### src/glitch_macros.svh
`ifndef GLITCH_MACROS_SVH
`define GLITCH_MACROS_SVH

// depth of the per-glitch parameter table
`define GLITCH_MAX 32
// bits needed to address one table entry
`define GLITCH_IDX_W 5
// done counter needs to hold num_glitches+1
`define GLITCH_CNT_W (`GLITCH_IDX_W + 1)

// flops on the go feedback path before edge detection
`define GO_SYNC_STAGES 2

// entry word and its field widths
`define GLITCH_WORD_W 32
`define GLITCH_WIDTH_W 8
`define GLITCH_PHASE_W 8
`define GLITCH_LEN_W 16
`define GLITCH_SPARE_W 16

`endif

### src/glitch_cfg_pkg.sv
`default_nettype none

`include "glitch_macros.svh"

package glitch_cfg_pkg;

  // global glitch style, picks how a table word is read
  typedef enum logic {
    mode_clock   = 1'b0,
    mode_voltage = 1'b1
  } glitch_mode_e;

  // clock glitch: short pulse after a phase delay
  typedef struct packed {
    logic [`GLITCH_SPARE_W-1:0] spare;
    logic [`GLITCH_PHASE_W-1:0] phase;
    logic [`GLITCH_WIDTH_W-1:0] width;
  } glitch_clk_t;

  // voltage glitch: one long pulse, no delay
  typedef struct packed {
    logic [`GLITCH_SPARE_W-1:0] spare;
    logic [`GLITCH_LEN_W-1:0]   pulse_len;
  } glitch_volt_t;

  // one table word, same bits seen through either decode
  typedef union packed {
    glitch_clk_t               clk;
    glitch_volt_t              volt;
    logic [`GLITCH_WORD_W-1:0] raw;
  } glitch_entry_u;

endpackage

`default_nettype wire

### src/glitch_seq_pkg.sv
`default_nettype none

package glitch_seq_pkg;

  // run states of the sequencer
  // st_next is a single cycle between two glitches
  typedef enum logic [1:0] {
    st_idle = 2'd0,
    st_wait = 2'd1,
    st_next = 2'd2,
    st_done = 2'd3
  } seq_state_e;

endpackage

`default_nettype wire

### src/glitch_param_table.sv
`timescale 1ns/1ps
`default_nettype none

`include "glitch_macros.svh"

module glitch_param_table
  import glitch_cfg_pkg::*;
(
  input  wire logic                       clk,
  input  wire logic                       exttrig,
  input  wire logic                       cfg_we,
  input  wire logic [`GLITCH_IDX_W-1:0]   cfg_addr,
  input  wire glitch_entry_u              cfg_wdata,
  input  wire logic [`GLITCH_IDX_W-1:0]   fire_index,
  output glitch_entry_u                   fire_entry
);

  // one shape word per glitch index
  glitch_entry_u entries [`GLITCH_MAX];

  // write port, one word per strobe
  always_ff @(posedge clk or posedge exttrig) begin
    if (exttrig) begin
      for (int i = 0; i < `GLITCH_MAX; i++) begin
        entries[i] <= '0;
      end
    end else if (cfg_we) begin
      entries[cfg_addr] <= cfg_wdata;
    end
  end

  // read port follows fire_index without a clock
  // entry is sampled by the pulse generator on fire
  assign fire_entry = entries[fire_index];

endmodule

`default_nettype wire

### src/glitch_sequencer.sv
`timescale 1ns/1ps
`default_nettype none

`include "glitch_macros.svh"

module glitch_sequencer
  import glitch_seq_pkg::*;
(
  input  wire logic                       clk,
  input  wire logic                       exttrig,
  input  wire logic                       trig_in,
  input  wire logic [31:0]                offset,
  input  wire logic [`GLITCH_IDX_W-1:0]   num_glitches,
  input  wire logic [`GLITCH_CNT_W-1:0]   done_count,
  output logic                            fire,
  output logic      [`GLITCH_IDX_W-1:0]   fire_index,
  output logic                            done,
  output logic                            idle
);

  seq_state_e                 state;
  logic                       trig_r;
  logic                       trig_latch;
  logic [31:0]                offset_r;
  logic [31:0]                delay_cnt;
  logic [`GLITCH_IDX_W-1:0]   index;
  logic [`GLITCH_CNT_W-1:0]   run_target;
  logic                       fire_cond;

  // offset reached while waiting
  assign fire_cond = (state == st_wait) && (delay_cnt == offset_r);
  // every glitch of the run must come back before we finish
  assign run_target = {1'b0, num_glitches} + 1'b1;
  assign idle = (state == st_idle);

  // input registers and sticky trigger
  always_ff @(posedge clk or posedge exttrig) begin
    if (exttrig) begin
      trig_r     <= 1'b0;
      trig_latch <= 1'b0;
      offset_r   <= '0;
    end else begin
      trig_r   <= trig_in;
      offset_r <= offset;
      // a new trigger sample wins over the clear
      if (trig_r) begin
        trig_latch <= 1'b1;
      end else if (done) begin
        trig_latch <= 1'b0;
      end
    end
  end

  // offset counter and fire strobe
  always_ff @(posedge clk or posedge exttrig) begin
    if (exttrig) begin
      delay_cnt  <= '0;
      fire       <= 1'b0;
      fire_index <= '0;
    end else begin
      if (state == st_wait) begin
        delay_cnt <= delay_cnt + 1'b1;
      end else begin
        delay_cnt <= '0;
      end
      fire <= fire_cond;
      // index of the glitch going out, held until the next fire
      if (fire_cond) begin
        fire_index <= index;
      end
    end
  end

  // run FSM
  always_ff @(posedge clk or posedge exttrig) begin
    if (exttrig) begin
      state <= st_idle;
      done  <= 1'b0;
      index <= '0;
    end else begin
      done <= 1'b0;
      case (state)
        st_idle: begin
          index <= '0;
          // done blocks a restart in the cycle the run closes
          if (trig_latch && !done) begin
            state <= st_wait;
          end
        end
        st_wait: begin
          if (fire_cond) begin
            if (index < num_glitches) begin
              index <= index + 1'b1;
              state <= st_next;
            end else begin
              state <= st_done;
            end
          end
        end
        st_next: begin
          state <= st_wait;
        end
        st_done: begin
          // trigger must drop and every pulse must have ended
          if (!trig_r && (done_count == run_target)) begin
            state <= st_idle;
            done  <= 1'b1;
            index <= '0;
          end
        end
        default: begin
          state <= st_idle;
        end
      endcase
    end
  end

endmodule

`default_nettype wire

### src/glitch_pulse_gen.sv
`timescale 1ns/1ps
`default_nettype none

`include "glitch_macros.svh"

module glitch_pulse_gen
  import glitch_cfg_pkg::*;
(
  input  wire logic          clk,
  input  wire logic          exttrig,
  input  wire logic          fire,
  input  wire glitch_entry_u fire_entry,
  input  wire glitch_mode_e  glitch_mode,
  output logic               glitch_out
);

  localparam int PH_W  = `GLITCH_PHASE_W;
  localparam int LEN_W = `GLITCH_LEN_W;

  glitch_entry_u    entry_r;
  glitch_mode_e     mode_r;
  logic             load;
  logic             run;
  logic             gap;
  logic             blip;
  logic [PH_W-1:0]  ph_cnt;
  logic [LEN_W-1:0] len_cnt;
  logic [PH_W-1:0]  dec_phase;
  logic [LEN_W-1:0] raw_len;
  logic [LEN_W-1:0] dec_len;
  logic [PH_W-1:0]  cur_ph;
  logic [LEN_W-1:0] cur_len;
  logic             active;
  logic             busy;

  // decode the latched word, voltage mode has no phase delay
  always_comb begin
    if (mode_r == mode_clock) begin
      dec_phase = entry_r.clk.phase;
      raw_len   = LEN_W'(entry_r.clk.width);
    end else begin
      dec_phase = '0;
      raw_len   = entry_r.volt.pulse_len;
    end
    // zero length still gives a one cycle pulse
    dec_len = (raw_len == '0) ? LEN_W'(1) : raw_len;
  end

  // load cycle takes fresh values, later cycles use the counters
  assign cur_ph  = load ? dec_phase : ph_cnt;
  assign cur_len = load ? dec_len : len_cnt;
  assign active  = load | run;
  // anything in flight that a new fire would cut short
  assign busy    = active | gap | blip;
  // blip is the one cycle left to a pulse preempted before it rose
  assign glitch_out = blip | (active & (cur_ph == '0));

  always_ff @(posedge clk or posedge exttrig) begin
    if (exttrig) begin
      entry_r <= '0;
      mode_r  <= mode_clock;
      load    <= 1'b0;
      run     <= 1'b0;
      gap     <= 1'b0;
      blip    <= 1'b0;
      ph_cnt  <= '0;
      len_cnt <= '0;
    end else begin
      // preempt order is blip, gap, load
      // a high pulse skips the blip and drops straight into the gap
      blip <= fire & busy & ~glitch_out;
      gap  <= fire ? (busy & glitch_out) : blip;
      load <= fire ? ~busy : gap;
      if (fire) begin
        entry_r <= fire_entry;
        mode_r  <= glitch_mode;
        run     <= 1'b0;
      end else if (active) begin
        if (cur_ph != '0) begin
          // still in phase delay
          ph_cnt  <= cur_ph - 1'b1;
          len_cnt <= cur_len;
          run     <= 1'b1;
        end else if (cur_len > LEN_W'(1)) begin
          ph_cnt  <= '0;
          len_cnt <= cur_len - 1'b1;
          run     <= 1'b1;
        end else begin
          // last high cycle
          run <= 1'b0;
        end
      end
    end
  end

endmodule

`default_nettype wire

### src/go_sync_counter.sv
`timescale 1ns/1ps
`default_nettype none

`include "glitch_macros.svh"

module go_sync_counter (
  input  wire logic                       clk,
  input  wire logic                       exttrig,
  input  wire logic                       glitch_out,
  input  wire logic                       idle,
  output logic      [`GLITCH_CNT_W-1:0]   done_count
);

  logic [`GO_SYNC_STAGES-1:0] go_pipe;
  logic                       go_sync_r;
  logic                       go_fall;

  // high to low on the synchronized go marks one finished glitch
  assign go_fall = go_sync_r & ~go_pipe[`GO_SYNC_STAGES-1];

  always_ff @(posedge clk or posedge exttrig) begin
    if (exttrig) begin
      go_pipe    <= '0;
      go_sync_r  <= 1'b0;
      done_count <= '0;
    end else begin
      // shift in at bit 0, last stage feeds the edge flop
      go_pipe   <= {go_pipe[`GO_SYNC_STAGES-2:0], glitch_out};
      go_sync_r <= go_pipe[`GO_SYNC_STAGES-1];
      if (idle) begin
        done_count <= '0;
      end else if (go_fall) begin
        done_count <= done_count + 1'b1;
      end
    end
  end

endmodule

`default_nettype wire

### src/glitch_subsystem_top.sv
`timescale 1ns/1ps
`default_nettype none

`include "glitch_macros.svh"

module glitch_subsystem_top
  import glitch_cfg_pkg::*;
(
  input  wire logic                       clk,
  input  wire logic                       exttrig,
  input  wire logic                       trig_in,
  input  wire logic [31:0]                offset,
  input  wire logic [`GLITCH_IDX_W-1:0]   num_glitches,
  input  wire glitch_mode_e               glitch_mode,
  input  wire logic                       cfg_we,
  input  wire logic [`GLITCH_IDX_W-1:0]   cfg_addr,
  input  wire glitch_entry_u              cfg_wdata,
  output logic                            glitch_out,
  output logic                            done,
  output logic                            idle,
  output logic      [`GLITCH_CNT_W-1:0]   done_count
);

  logic                     fire;
  logic [`GLITCH_IDX_W-1:0] fire_index;
  glitch_entry_u            fire_entry;

  // run control
  glitch_sequencer glitch_sequencer_inst (
    .clk          (clk),
    .exttrig      (exttrig),
    .trig_in      (trig_in),
    .offset       (offset),
    .num_glitches (num_glitches),
    .done_count   (done_count),
    .fire         (fire),
    .fire_index   (fire_index),
    .done         (done),
    .idle         (idle)
  );

  // shape words, looked up by the index being fired
  glitch_param_table glitch_param_table_inst (
    .clk        (clk),
    .exttrig    (exttrig),
    .cfg_we     (cfg_we),
    .cfg_addr   (cfg_addr),
    .cfg_wdata  (cfg_wdata),
    .fire_index (fire_index),
    .fire_entry (fire_entry)
  );

  glitch_pulse_gen glitch_pulse_gen_inst (
    .clk         (clk),
    .exttrig     (exttrig),
    .fire        (fire),
    .fire_entry  (fire_entry),
    .glitch_mode (glitch_mode),
    .glitch_out  (glitch_out)
  );

  // feedback of finished pulses to the sequencer
  go_sync_counter go_sync_counter_inst (
    .clk        (clk),
    .exttrig    (exttrig),
    .glitch_out (glitch_out),
    .idle       (idle),
    .done_count (done_count)
  );

endmodule

`default_nettype wire

### config.mk
export PLATFORM = sky130hd
export DESIGN_NAME = glitch_subsystem_top
export DESIGN_NICKNAME = d
export VERILOG_FILES = /design/src/glitch_cfg_pkg.sv /design/src/glitch_seq_pkg.sv /design/src/glitch_param_table.sv /design/src/glitch_sequencer.sv /design/src/glitch_pulse_gen.sv /design/src/go_sync_counter.sv /design/src/glitch_subsystem_top.sv
export VERILOG_INCLUDE_DIRS = /design/src /design/src/src
export SDC_FILE = /design/constraint.sdc
export NUM_CORES = 1
export LEC_CHECK = 0
export BUFFER_PORTS_ARGS = -buffer_cell sky130_fd_sc_hd__buf_2
export CORE_UTILIZATION = 35
export CTS_BUF_LIST = sky130_fd_sc_hd__clkbuf_4
export CTS_CLUSTER_DIAMETER = 40
export DETAILED_ROUTE_END_ITERATION = 12
export GPL_ROUTABILITY_DRIVEN = 0
export HOLD_SLACK_MARGIN = 0.1
export PLACE_DENSITY = 0.45
export SYNTH_ARGS = -nofsm -noshare
export SYNTH_HDL_FRONTEND = slang
export SYNTH_HIERARCHICAL = 1
export SYNTH_SLANG_ARGS = --single-unit
### constraint.sdc
create_clock -name clk -period 66.8 [get_ports clk]
set_input_delay 13.36 -clock clk [delete_from_list [all_inputs] [get_ports clk]]
set_output_delay 13.36 -clock clk [all_outputs]
set_load 0.05 [all_outputs]
# Yosys cells after proc, flatten, opt, wreduce, memory -nomap -nowiden
# Index checks and enable logic that the tools add are counted.
[word_totals]
ff_bits = 1158
out_inout_bits = 9
word_cells = 142
[classes]
n_addsub = 6
n_lt_le_gt_ge = 5
n_eq_ne = 9
mux = 37
n_bitwise = 15
reduce_logical = 18
[ops]
columns = ["cell", "n"]
rows = [
  ["$bwmux 1024", 1],
  ["$bmux 32 s5", 1],
  ["$demux 32 s5", 1],
  ["$mux 16", 7],
  ["$mux 32", 2],
  ["$add 32x1->32 const B", 1],
  ["$eq 32x32->1", 1],
  ["$mux 8", 4],
  ["$gt 16x1->1 const B", 1],
  ["$logic_not 16->1", 1],
  ["$sub 16x1->16 const B", 1],
  ["$mux 5", 3],
  ["$pmux 5 s3", 1],
  ["$ge 6x6->1 const B", 2],
  ["$mux 6", 2],
  ["$not 5->6", 2],
  ["$mux 1", 11],
  ["$logic_not 8->1", 1],
  ["$pmux 2 s4", 1],
  ["$reduce_bool 2->1", 4],
  ["$reduce_bool 8->1", 1],
  ["$sub 8x1->8 const B", 1],
  ["$add 5x1->6 const B", 1],
  ["$add 6x1->6 const B", 1],
  ["18 further kinds", 38],
]

# Depth between registers and ports, before layout
# Gate-level depths: netlist (run 1).
[logic_depth]
depth_word = 9
depth_mapped = 15
depth_no_buf = 12

# Cells and area by module
# The synthesis (run 1) kept the hierarchy.
[modules_own_cells]
columns = ["mod", "instances", "cells_per_inst", "area_per_inst_um2", "seq_area_each_um2"]
rows = [
  ["glitch_param_table", 1, 3448, 47489.3, 25624.6],
  ["glitch_sequencer", 1, 327, 3629.7, 2001.9],
  ["glitch_pulse_gen", 1, 342, 3014.1, 1126.1],
  ["go_sync_counter", 1, 33, 402.9, 225.2],
]

# Least setup slack after synthesis (run 1)
# No wires, ideal clock.
[synth_path]
kind = "reg-to-output"
from = "register glitch_pulse_gen_inst.load"
to = "output port glitch_out"
arrival_ns = 2.522
required_time_ns = 53.440
slack_ns = 50.918
path_stages_with_launch = 12
path_cell_list = "dfrtp_1 > buf_4 > buf_2 > buf_2 > a31oi_1 > ha_1 > nand3_1 > nor4_2 > buf_2 > buf_2 > a21oi_1 > inv_1"
[synth_between]
elab_chain_cells = 4
elab_cells_between_ends = 5
[synth_rtl]
columns = ["element", "line", "text"]
rows = [
  ["start: declaration", "glitch_pulse_gen.sv:22", "logic load;"],
  ["start signal: assignment", "glitch_pulse_gen.sv:73", "load <= fire ? ~busy : gap;"],
  ["$mux 8", "glitch_pulse_gen.sv:50", "assign cur_ph = load ? dec_phase : ph_cnt;"],
  ["$logic_not 8->1", "glitch_pulse_gen.sv:56", "assign glitch_out = blip | (active & (cur_ph == '0));"],
  ["$and 1x1->1 *", "glitch_pulse_gen.sv:56", ""],
  ["$or 1x1->1 *", "glitch_pulse_gen.sv:56", ""],
  ["end: declaration", "glitch_subsystem_top.sv:18", "output logic glitch_out,"],
]
# Every way passes the cells marked *; elsewhere a longest branch is shown, timed or not.

# Worst setup path after layout (run 1)
# Same ends and word-level chain as after synthesis.

==> metrics.yaml, run 1 <==
timing:
  min_period_ns: 17.04
  setup_tns_ns: 0
  achievable-frequency_ghz: 0.0587
  holdWs_ns: 0.372
  maxSlewHeadroom_pct: 23.0
  fin_crit_sh_pct: 25.5
  final_max_slew_viol_count: 0
  setup-violations-final: 0
  rsz0062_at_grt: "no"
  worst_pin_slew_ns: 1.15
  fin_skew_ns: 0.0671
  hold_viol: 0
run_status:
  violations: "DRC"
  status: "finished, violations left"
synth:
  ys_warn_count: 6
  netlist_instances: 2515
  syn-cell-area_mm2: 0.0314
  syn_avg_cell_area_um2: 12.5
  syn_nets: 2606
critical_path:
  crit_fanout: 73
  rr_startpoint: "glitch_pulse_gen_inst/mode_r$_DFFE_PP0P_"
  ff2ff_path_depth: 11
  reg2reg_slack_ns: 62.91
  endpoint: "glitch_out"
  cp-startpoint: "glitch_pulse_gen_inst/load$_DFF_PP0_"
  end_kind: "primary output"
  criticalPathCategory: "reg2out"
  r2r-end: "glitch_pulse_gen_inst/ph_cnt[4]$_DFFE_PP0P_"
  cp-start-kind: "flip-flop"
  critPathArrivalTime_ns: 3.68
  critPathRequiredTime_ns: 53.44
power:
  combPwrFrac_pct: 12.8
  p_leak_nw: 14.8
  seq_power_share_pct: 51.1
  powerDensity_mw_per_mm2: 27.8
  vdd_drop_max_v: 0.0000156
  p_int_mw: 0.701
  p_switching_mw: 0.251
  swShare_pct: 26.3
  clock_power_share_pct: 36.1
clock_network:
  h-tree-depth: 4
  clock_path_buffers: 3
  cts_resized: 0
  hold_buffers: 0
  clk_pin_slew_ns: 0.07
  insertion_delay_ns: 1.07
  numClockSinks: 646
  cts_buffers: 183
  cts_tree: "yes"
  cts_root_buf: "clkbuf_4"
  post-cts-setup-buffer-count: 0
routing:
  dr.pass1.iters: 9
  avgViaCountPerCell: 5.22
  routedWlPerCell_um: 21.9
  drcViolationCount: 12
  highest_layer: "met4"
  route.met3.wl_mm: 3.48
  drt_iter0_markers: 1173
  met1_length_mm: 39.0
  route.met2.wl_mm: 39.6
  vias: 20019
  postRouteAntennaNets: 0
  wl_mm: 84.0
cells_and_area:
  fillers: 8436
  nets: 2651
  fin_cells: 3832
  area_delta_synth_final_pct: 9.06
  final_layout_size_suffix_gt1_share_pct: 35.9
  utilization_pct: 38.6
floorplan:
  die_w_um: 301
  rows: 109
  io_pins: 88
  core_area_mm2: 0.0885
  initial_core_util_pct: 35.4
  chipHeight_um: 301
  fp.dieArea_mm2: 0.0908
placement:
  hpwlAfterDp_mm: 49.0
  placed_cells: 3540
  io_buffer_count: 71
global_routing:
  grtUsageTotal_pct: 19.0
  grt_pass1_vias: 21212
  overflow: 0
  grt_max_degree: 112
  antenna_found_initial: 7
  grt_first_pass_wirelength_mm: 129
job:
  cap_violations: 0
hold_path:
  hold_start: "go_sync_counter_inst/go_pipe[0]$_DFF_PP0_"
  holdCritPathClass: "reg2reg"
## how the worst min path moves through the flow
stage                                                     end  slack [ns]  cells after the start
finish              go_sync_counter_inst/go_pipe[1]$_DFF_PP0_        0.37                      0
global route        go_sync_counter_inst/go_pipe[1]$_DFF_PP0_        0.39                      0
CTS                 go_sync_counter_inst/go_pipe[1]$_DFF_PP0_        0.37                      0
detailed placement  go_sync_counter_inst/go_pipe[1]$_DFF_PP0_        0.34                      0
global placement    go_sync_counter_inst/go_pipe[1]$_DFF_PP0_        0.34                      0
floorplan           go_sync_counter_inst/go_pipe[1]$_DFF_PP0_        0.33                      0
## cell usage in the layout, fill, tap and decap left out, types with 22 or more instances in the layout
master	n
o21ai_0	36
xnor2_1	49
mux2i_1	264
mux2_2	523
nor2_1	66
buf_4	31
nand4_1	22
nand2_1	120
clkbuf_4	254
inv_1	29
nor3_1	26
a22oi_1	52
a31oi_1	22
a22o_1	32
nand3_1	81
dfrtp_1	644
buf_2	71
a21oi_1	75
## sequential cells by signal, summed over array words and instances, names as in the netlist
name / count
glitch_param_table_inst/entries: 512
glitch_pulse_gen_inst/blip: 1
glitch_pulse_gen_inst/entry_r: 16
glitch_pulse_gen_inst/gap: 1
glitch_pulse_gen_inst/len_cnt: 16
glitch_pulse_gen_inst/load: 1
glitch_pulse_gen_inst/mode_r: 1
glitch_pulse_gen_inst/ph_cnt: 8
glitch_pulse_gen_inst/run: 1
glitch_sequencer_inst/delay_cnt: 32
glitch_sequencer_inst/done: 1
glitch_sequencer_inst/fire: 1
glitch_sequencer_inst/fire_index: 5
glitch_sequencer_inst/index: 5
glitch_sequencer_inst/offset_r: 32
glitch_sequencer_inst/state: 2
glitch_sequencer_inst/trig_latch: 1
glitch_sequencer_inst/trig_r: 1
go_sync_counter_inst/done_count: 6
go_sync_counter_inst/go_pipe: 2
go_sync_counter_inst/go_sync_r: 1
## cell type report
cell class	instances	area, um2	area share [%]
Sequential cell	646	16200	47.3
Clock inverter	31	198	0.578
Tap cell	1165	1460	4.26
Inverter	33	133	0.388
Antenna cell	7	17.5	0.0512
Clock buffer	254	1910	5.58
Multi-Input combinational cell	1593	13700	40.1
Timing Repair Buffer	103	608	1.78
## per-stage QoR
stage	instance area, um2	setup WS (ns)	power (mW)
3_3_place_gp	32100	50.82	0.609
4_1_cts	34200	49.63	0.973
3_5_place_dp	32100	50.73	0.618
2_1_floorplan	31400	39.14	0.584
6_report	34200	49.76	0.952
5_1_grt	34200	49.40	1.01
## critical path, cell delays in order, from the launching register on
cell and delay (ns):
dfrtp_2 0.34, buf_4 0.54, nor2b_1 0.10, a31oi_1 0.38, ha_1 0.22, nand3_1 0.18, nor4_4 0.29, a21oi_1 0.17
inv_1 0.10, buf_2 0.26
## power groups by stage
stage / sequential, mW / clock (mW) / combinational [mW]
CTS: 0.486 / 0.362 / 0.125
finish: 0.486 / 0.344 / 0.122
global route: 0.495 / 0.383 / 0.136
detailed placement: 0.494 / 0 / 0.124
floorplan: 0.485 / 0 / 0.0982
global placement: 0.490 / 0 / 0.120
## metal layers
| metal | global-route usage (%) | up-vias |
|---|---|---|
| met5 | 0 | - |
| met4 | 6.54 | 0 |
| met3 | 3.92 | 140 |
| met2 | 30.0 | 400 |
| met1 | 25.7 | 10335 |
| li1 | - | 9144 |
No activity file was read; power rests on OpenSTA's default activity.
==> inputs of run 2 (changes only) <==
--- a/config.mk
+++ b/config.mk
@@ -13,7 +13,7 @@
 export DETAILED_ROUTE_END_ITERATION = 12
 export GPL_ROUTABILITY_DRIVEN = 0
 export HOLD_SLACK_MARGIN = 0.1
-export PLACE_DENSITY = 0.45
+export PLACE_DENSITY = 0.47
 export SYNTH_ARGS = -nofsm -noshare
 export SYNTH_HDL_FRONTEND = slang
 export SYNTH_HIERARCHICAL = 1
==> constraint.sdc (replaced) <==
create_clock -name clk -period 14.25 [get_ports clk]
set_input_delay 2.85 -clock clk [delete_from_list [all_inputs] [get_ports clk]]
set_output_delay 2.85 -clock clk [all_outputs]
set_load 0.05 [all_outputs]
==> run 2 against run 1 <==
  * The flow still finishes with violations (DRC)
  * Setup slack got worse by 42 ns
  * Global-route usage is 0.75 points lower
  * Via count barely moved
  * Clock power rose to 4.9 times the previous value
==> metrics.yaml, run 2 (same netlist as run 1, synthesis figures left out) <==
power:
  combPwrFrac_pct: 12.6
  p_int_mw: 3.33
  swShare_pct: 26.4
  clock_power_share_pct: 37.0
  vdd_drop_max_v: 0.0000778
  powerDensity_mw_per_mm2: 132
  p_switching_mw: 1.20
  seq_power_share_pct: 50.4
  p_leak_nw: 14.9
critical_path:
  cp-start-kind: "flip-flop"
  worst_path_max_delay_cell: "buf_4"
  path_cells: "buf_4 > nor2b_1 > a31oi_1 > ha_1 > nand3_1 > nor4_4 > a21oi_1 > inv_1 > buf_2"
  end_kind: "primary output"
  crit_path_max_incr_delay_ns: 0.54
  reg2reg_slack_ns: 9.19
  r2r-end: "glitch_pulse_gen_inst/entry_r[11]$_DFFE_PP0P_"
  critPathArrivalTime_ns: 3.59
  rr_startpoint: "glitch_sequencer_inst/fire_index[1]$_DFFE_PP0P_"
  ff2ff_path_depth: 9
  criticalPathCategory: "reg2out"
  critPathRequiredTime_ns: 11.40
  crit_fanout: 73
clock_network:
  cts_tree: "yes"
  cts_resized: 0
  cts_buffers: 184
  cts_root_buf: "clkbuf_4"
  numClockSinks: 646
  post-cts-setup-buffer-count: 0
  hold_buffers: 0
  clock_path_buffers: 3
  clk_pin_slew_ns: 0.07
  h-tree-depth: 4
  insertion_delay_ns: 1.05
hold_path:
  holdCritPathClass: "reg2reg"
  hold_path_depth: 0
  hold_start: "go_sync_counter_inst/go_pipe[0]$_DFF_PP0_"
  whs_endpoint: "go_sync_counter_inst/go_pipe[1]$_DFF_PP0_"
routing:
  drt_iter0_markers: 1049
  avgViaCountPerCell: 5.21
  dr.pass1.iters: 9
  vias: 20032
  postRouteAntennaNets: 0
  drcViolationCount: 4
  wl_mm: 81.2
  routedWlPerCell_um: 21.1
timing:
  hold_viol: 0
  fin_skew_ns: 0.0482
  setup-violations-final: 0
  maxSlewHeadroom_pct: 16.1
  worst_pin_slew_ns: 1.26
  achievable-frequency_ghz: 0.155
  holdWs_ns: 0.368
  fin_crit_sh_pct: 45.2
  final_max_slew_viol_count: 0
  setup_tns_ns: 0
  min_period_ns: 6.44
  rsz0062_at_grt: "no"
cells_and_area:
  top_regs: "glitch_param_table_inst/entries x512, glitch_sequencer_inst/delay_cnt x32, glitch_sequencer_inst/offset_r x32"
  nets: 2642
  utilization_pct: 38.7
  area_delta_synth_final_pct: 9.38
  final_layout_size_suffix_gt1_share_pct: 35.9
  final_common_cell: "dfrtp_1"
  regMostFlops: "glitch_param_table_inst/entries"
  fillers: 8531
  largest_register_ffs: 512
  layout_common_cells: "644 x dfrtp_1, 523 x mux2_2, 272 x clkbuf_4"
placement:
  io_buffer_count: 71
  hpwlAfterDp_mm: 47.7
floorplan:
  rows: 109
  chipHeight_um: 301
  fp.dieArea_mm2: 0.0908
  core_area_mm2: 0.0885
  io_pins: 88
  initial_core_util_pct: 35.4
  die_w_um: 301
run_status:
  status: "finished, violations left"
  violations: "DRC"
job:
  cap_violations: 0
global_routing:
  antenna_found_initial: 4
  grt_pass1_vias: 21007
  grt_max_degree: 198
  grtUsageTotal_pct: 18.2
  overflow: 0
  grt_first_pass_wirelength_mm: 125
run 2: power by group through the flow:
stage	registers, mW	logic (mW)	clock network (mW)
finish	2.28	0.571	1.67
global route	2.32	0.633	1.86
CTS	2.28	0.583	1.76
detailed placement	2.32	0.582	0
global placement	2.30	0.561	0
floorplan	2.28	0.461	0
run 2: worst max path at each step:
stage                                         startpoint                                             end  slack [ns]  cells past startpoint
floorplan                                        exttrig  glitch_param_table_inst/entries[0]$_DFFE_PP0P_        4.45                      1
global placement    glitch_pulse_gen_inst/load$_DFF_PP0_                                      glitch_out        8.89                      9
detailed placement  glitch_pulse_gen_inst/load$_DFF_PP0_                                      glitch_out        8.84                      9
CTS                 glitch_pulse_gen_inst/load$_DFF_PP0_                                      glitch_out        7.62                      9
global route        glitch_pulse_gen_inst/load$_DFF_PP0_                                      glitch_out        7.41                      9
finish              glitch_pulse_gen_inst/load$_DFF_PP0_                                      glitch_out        7.81                      9
run 2: routing by layer:
layer,GRT usage (%),up-vias,wire [um]
met3,3.97,112,3200
li1,-,9165,-
met4,6.48,0,1700
met1,24.1,10383,37400
met5,0,-,0
met2,29.4,372,38900
run 2: metrics by stage:
step	instance area, um2	instances	worst slack (ns)	power (mW)
detailed placement	32000	3530	8.84	2.90
CTS	34300	3842	7.62	4.62
floorplan	31400	2515	4.45	2.74
global placement	32000	3530	8.89	2.86
global route	34300	3846	7.41	4.81
finish	34300	3846	7.81	4.53
run 2: cell type report:
cell class                 count  area (um2)  area share, %
multi-input combinational   1593       13700           40.0
antenna                        4        10.0         0.0292
sequential                   646       16200           47.1
clock buffer                 272        2040           5.95
clock inverter                40         225          0.657
tap                         1165        1460           4.25
inverter                      33         129          0.376
timing repair buffer          93         558           1.63
run 2: critical path, delay by kind of cell, from the launching register on:
family | cells | cell delay (ns)
AOI/OAI and AO/OA | 2 | 0.55
adders and majority gates | 1 | 0.22
buffers and inverters | 3 | 0.89
DFF | 1 | 0.34
and+or+nand+nor | 3 | 0.52
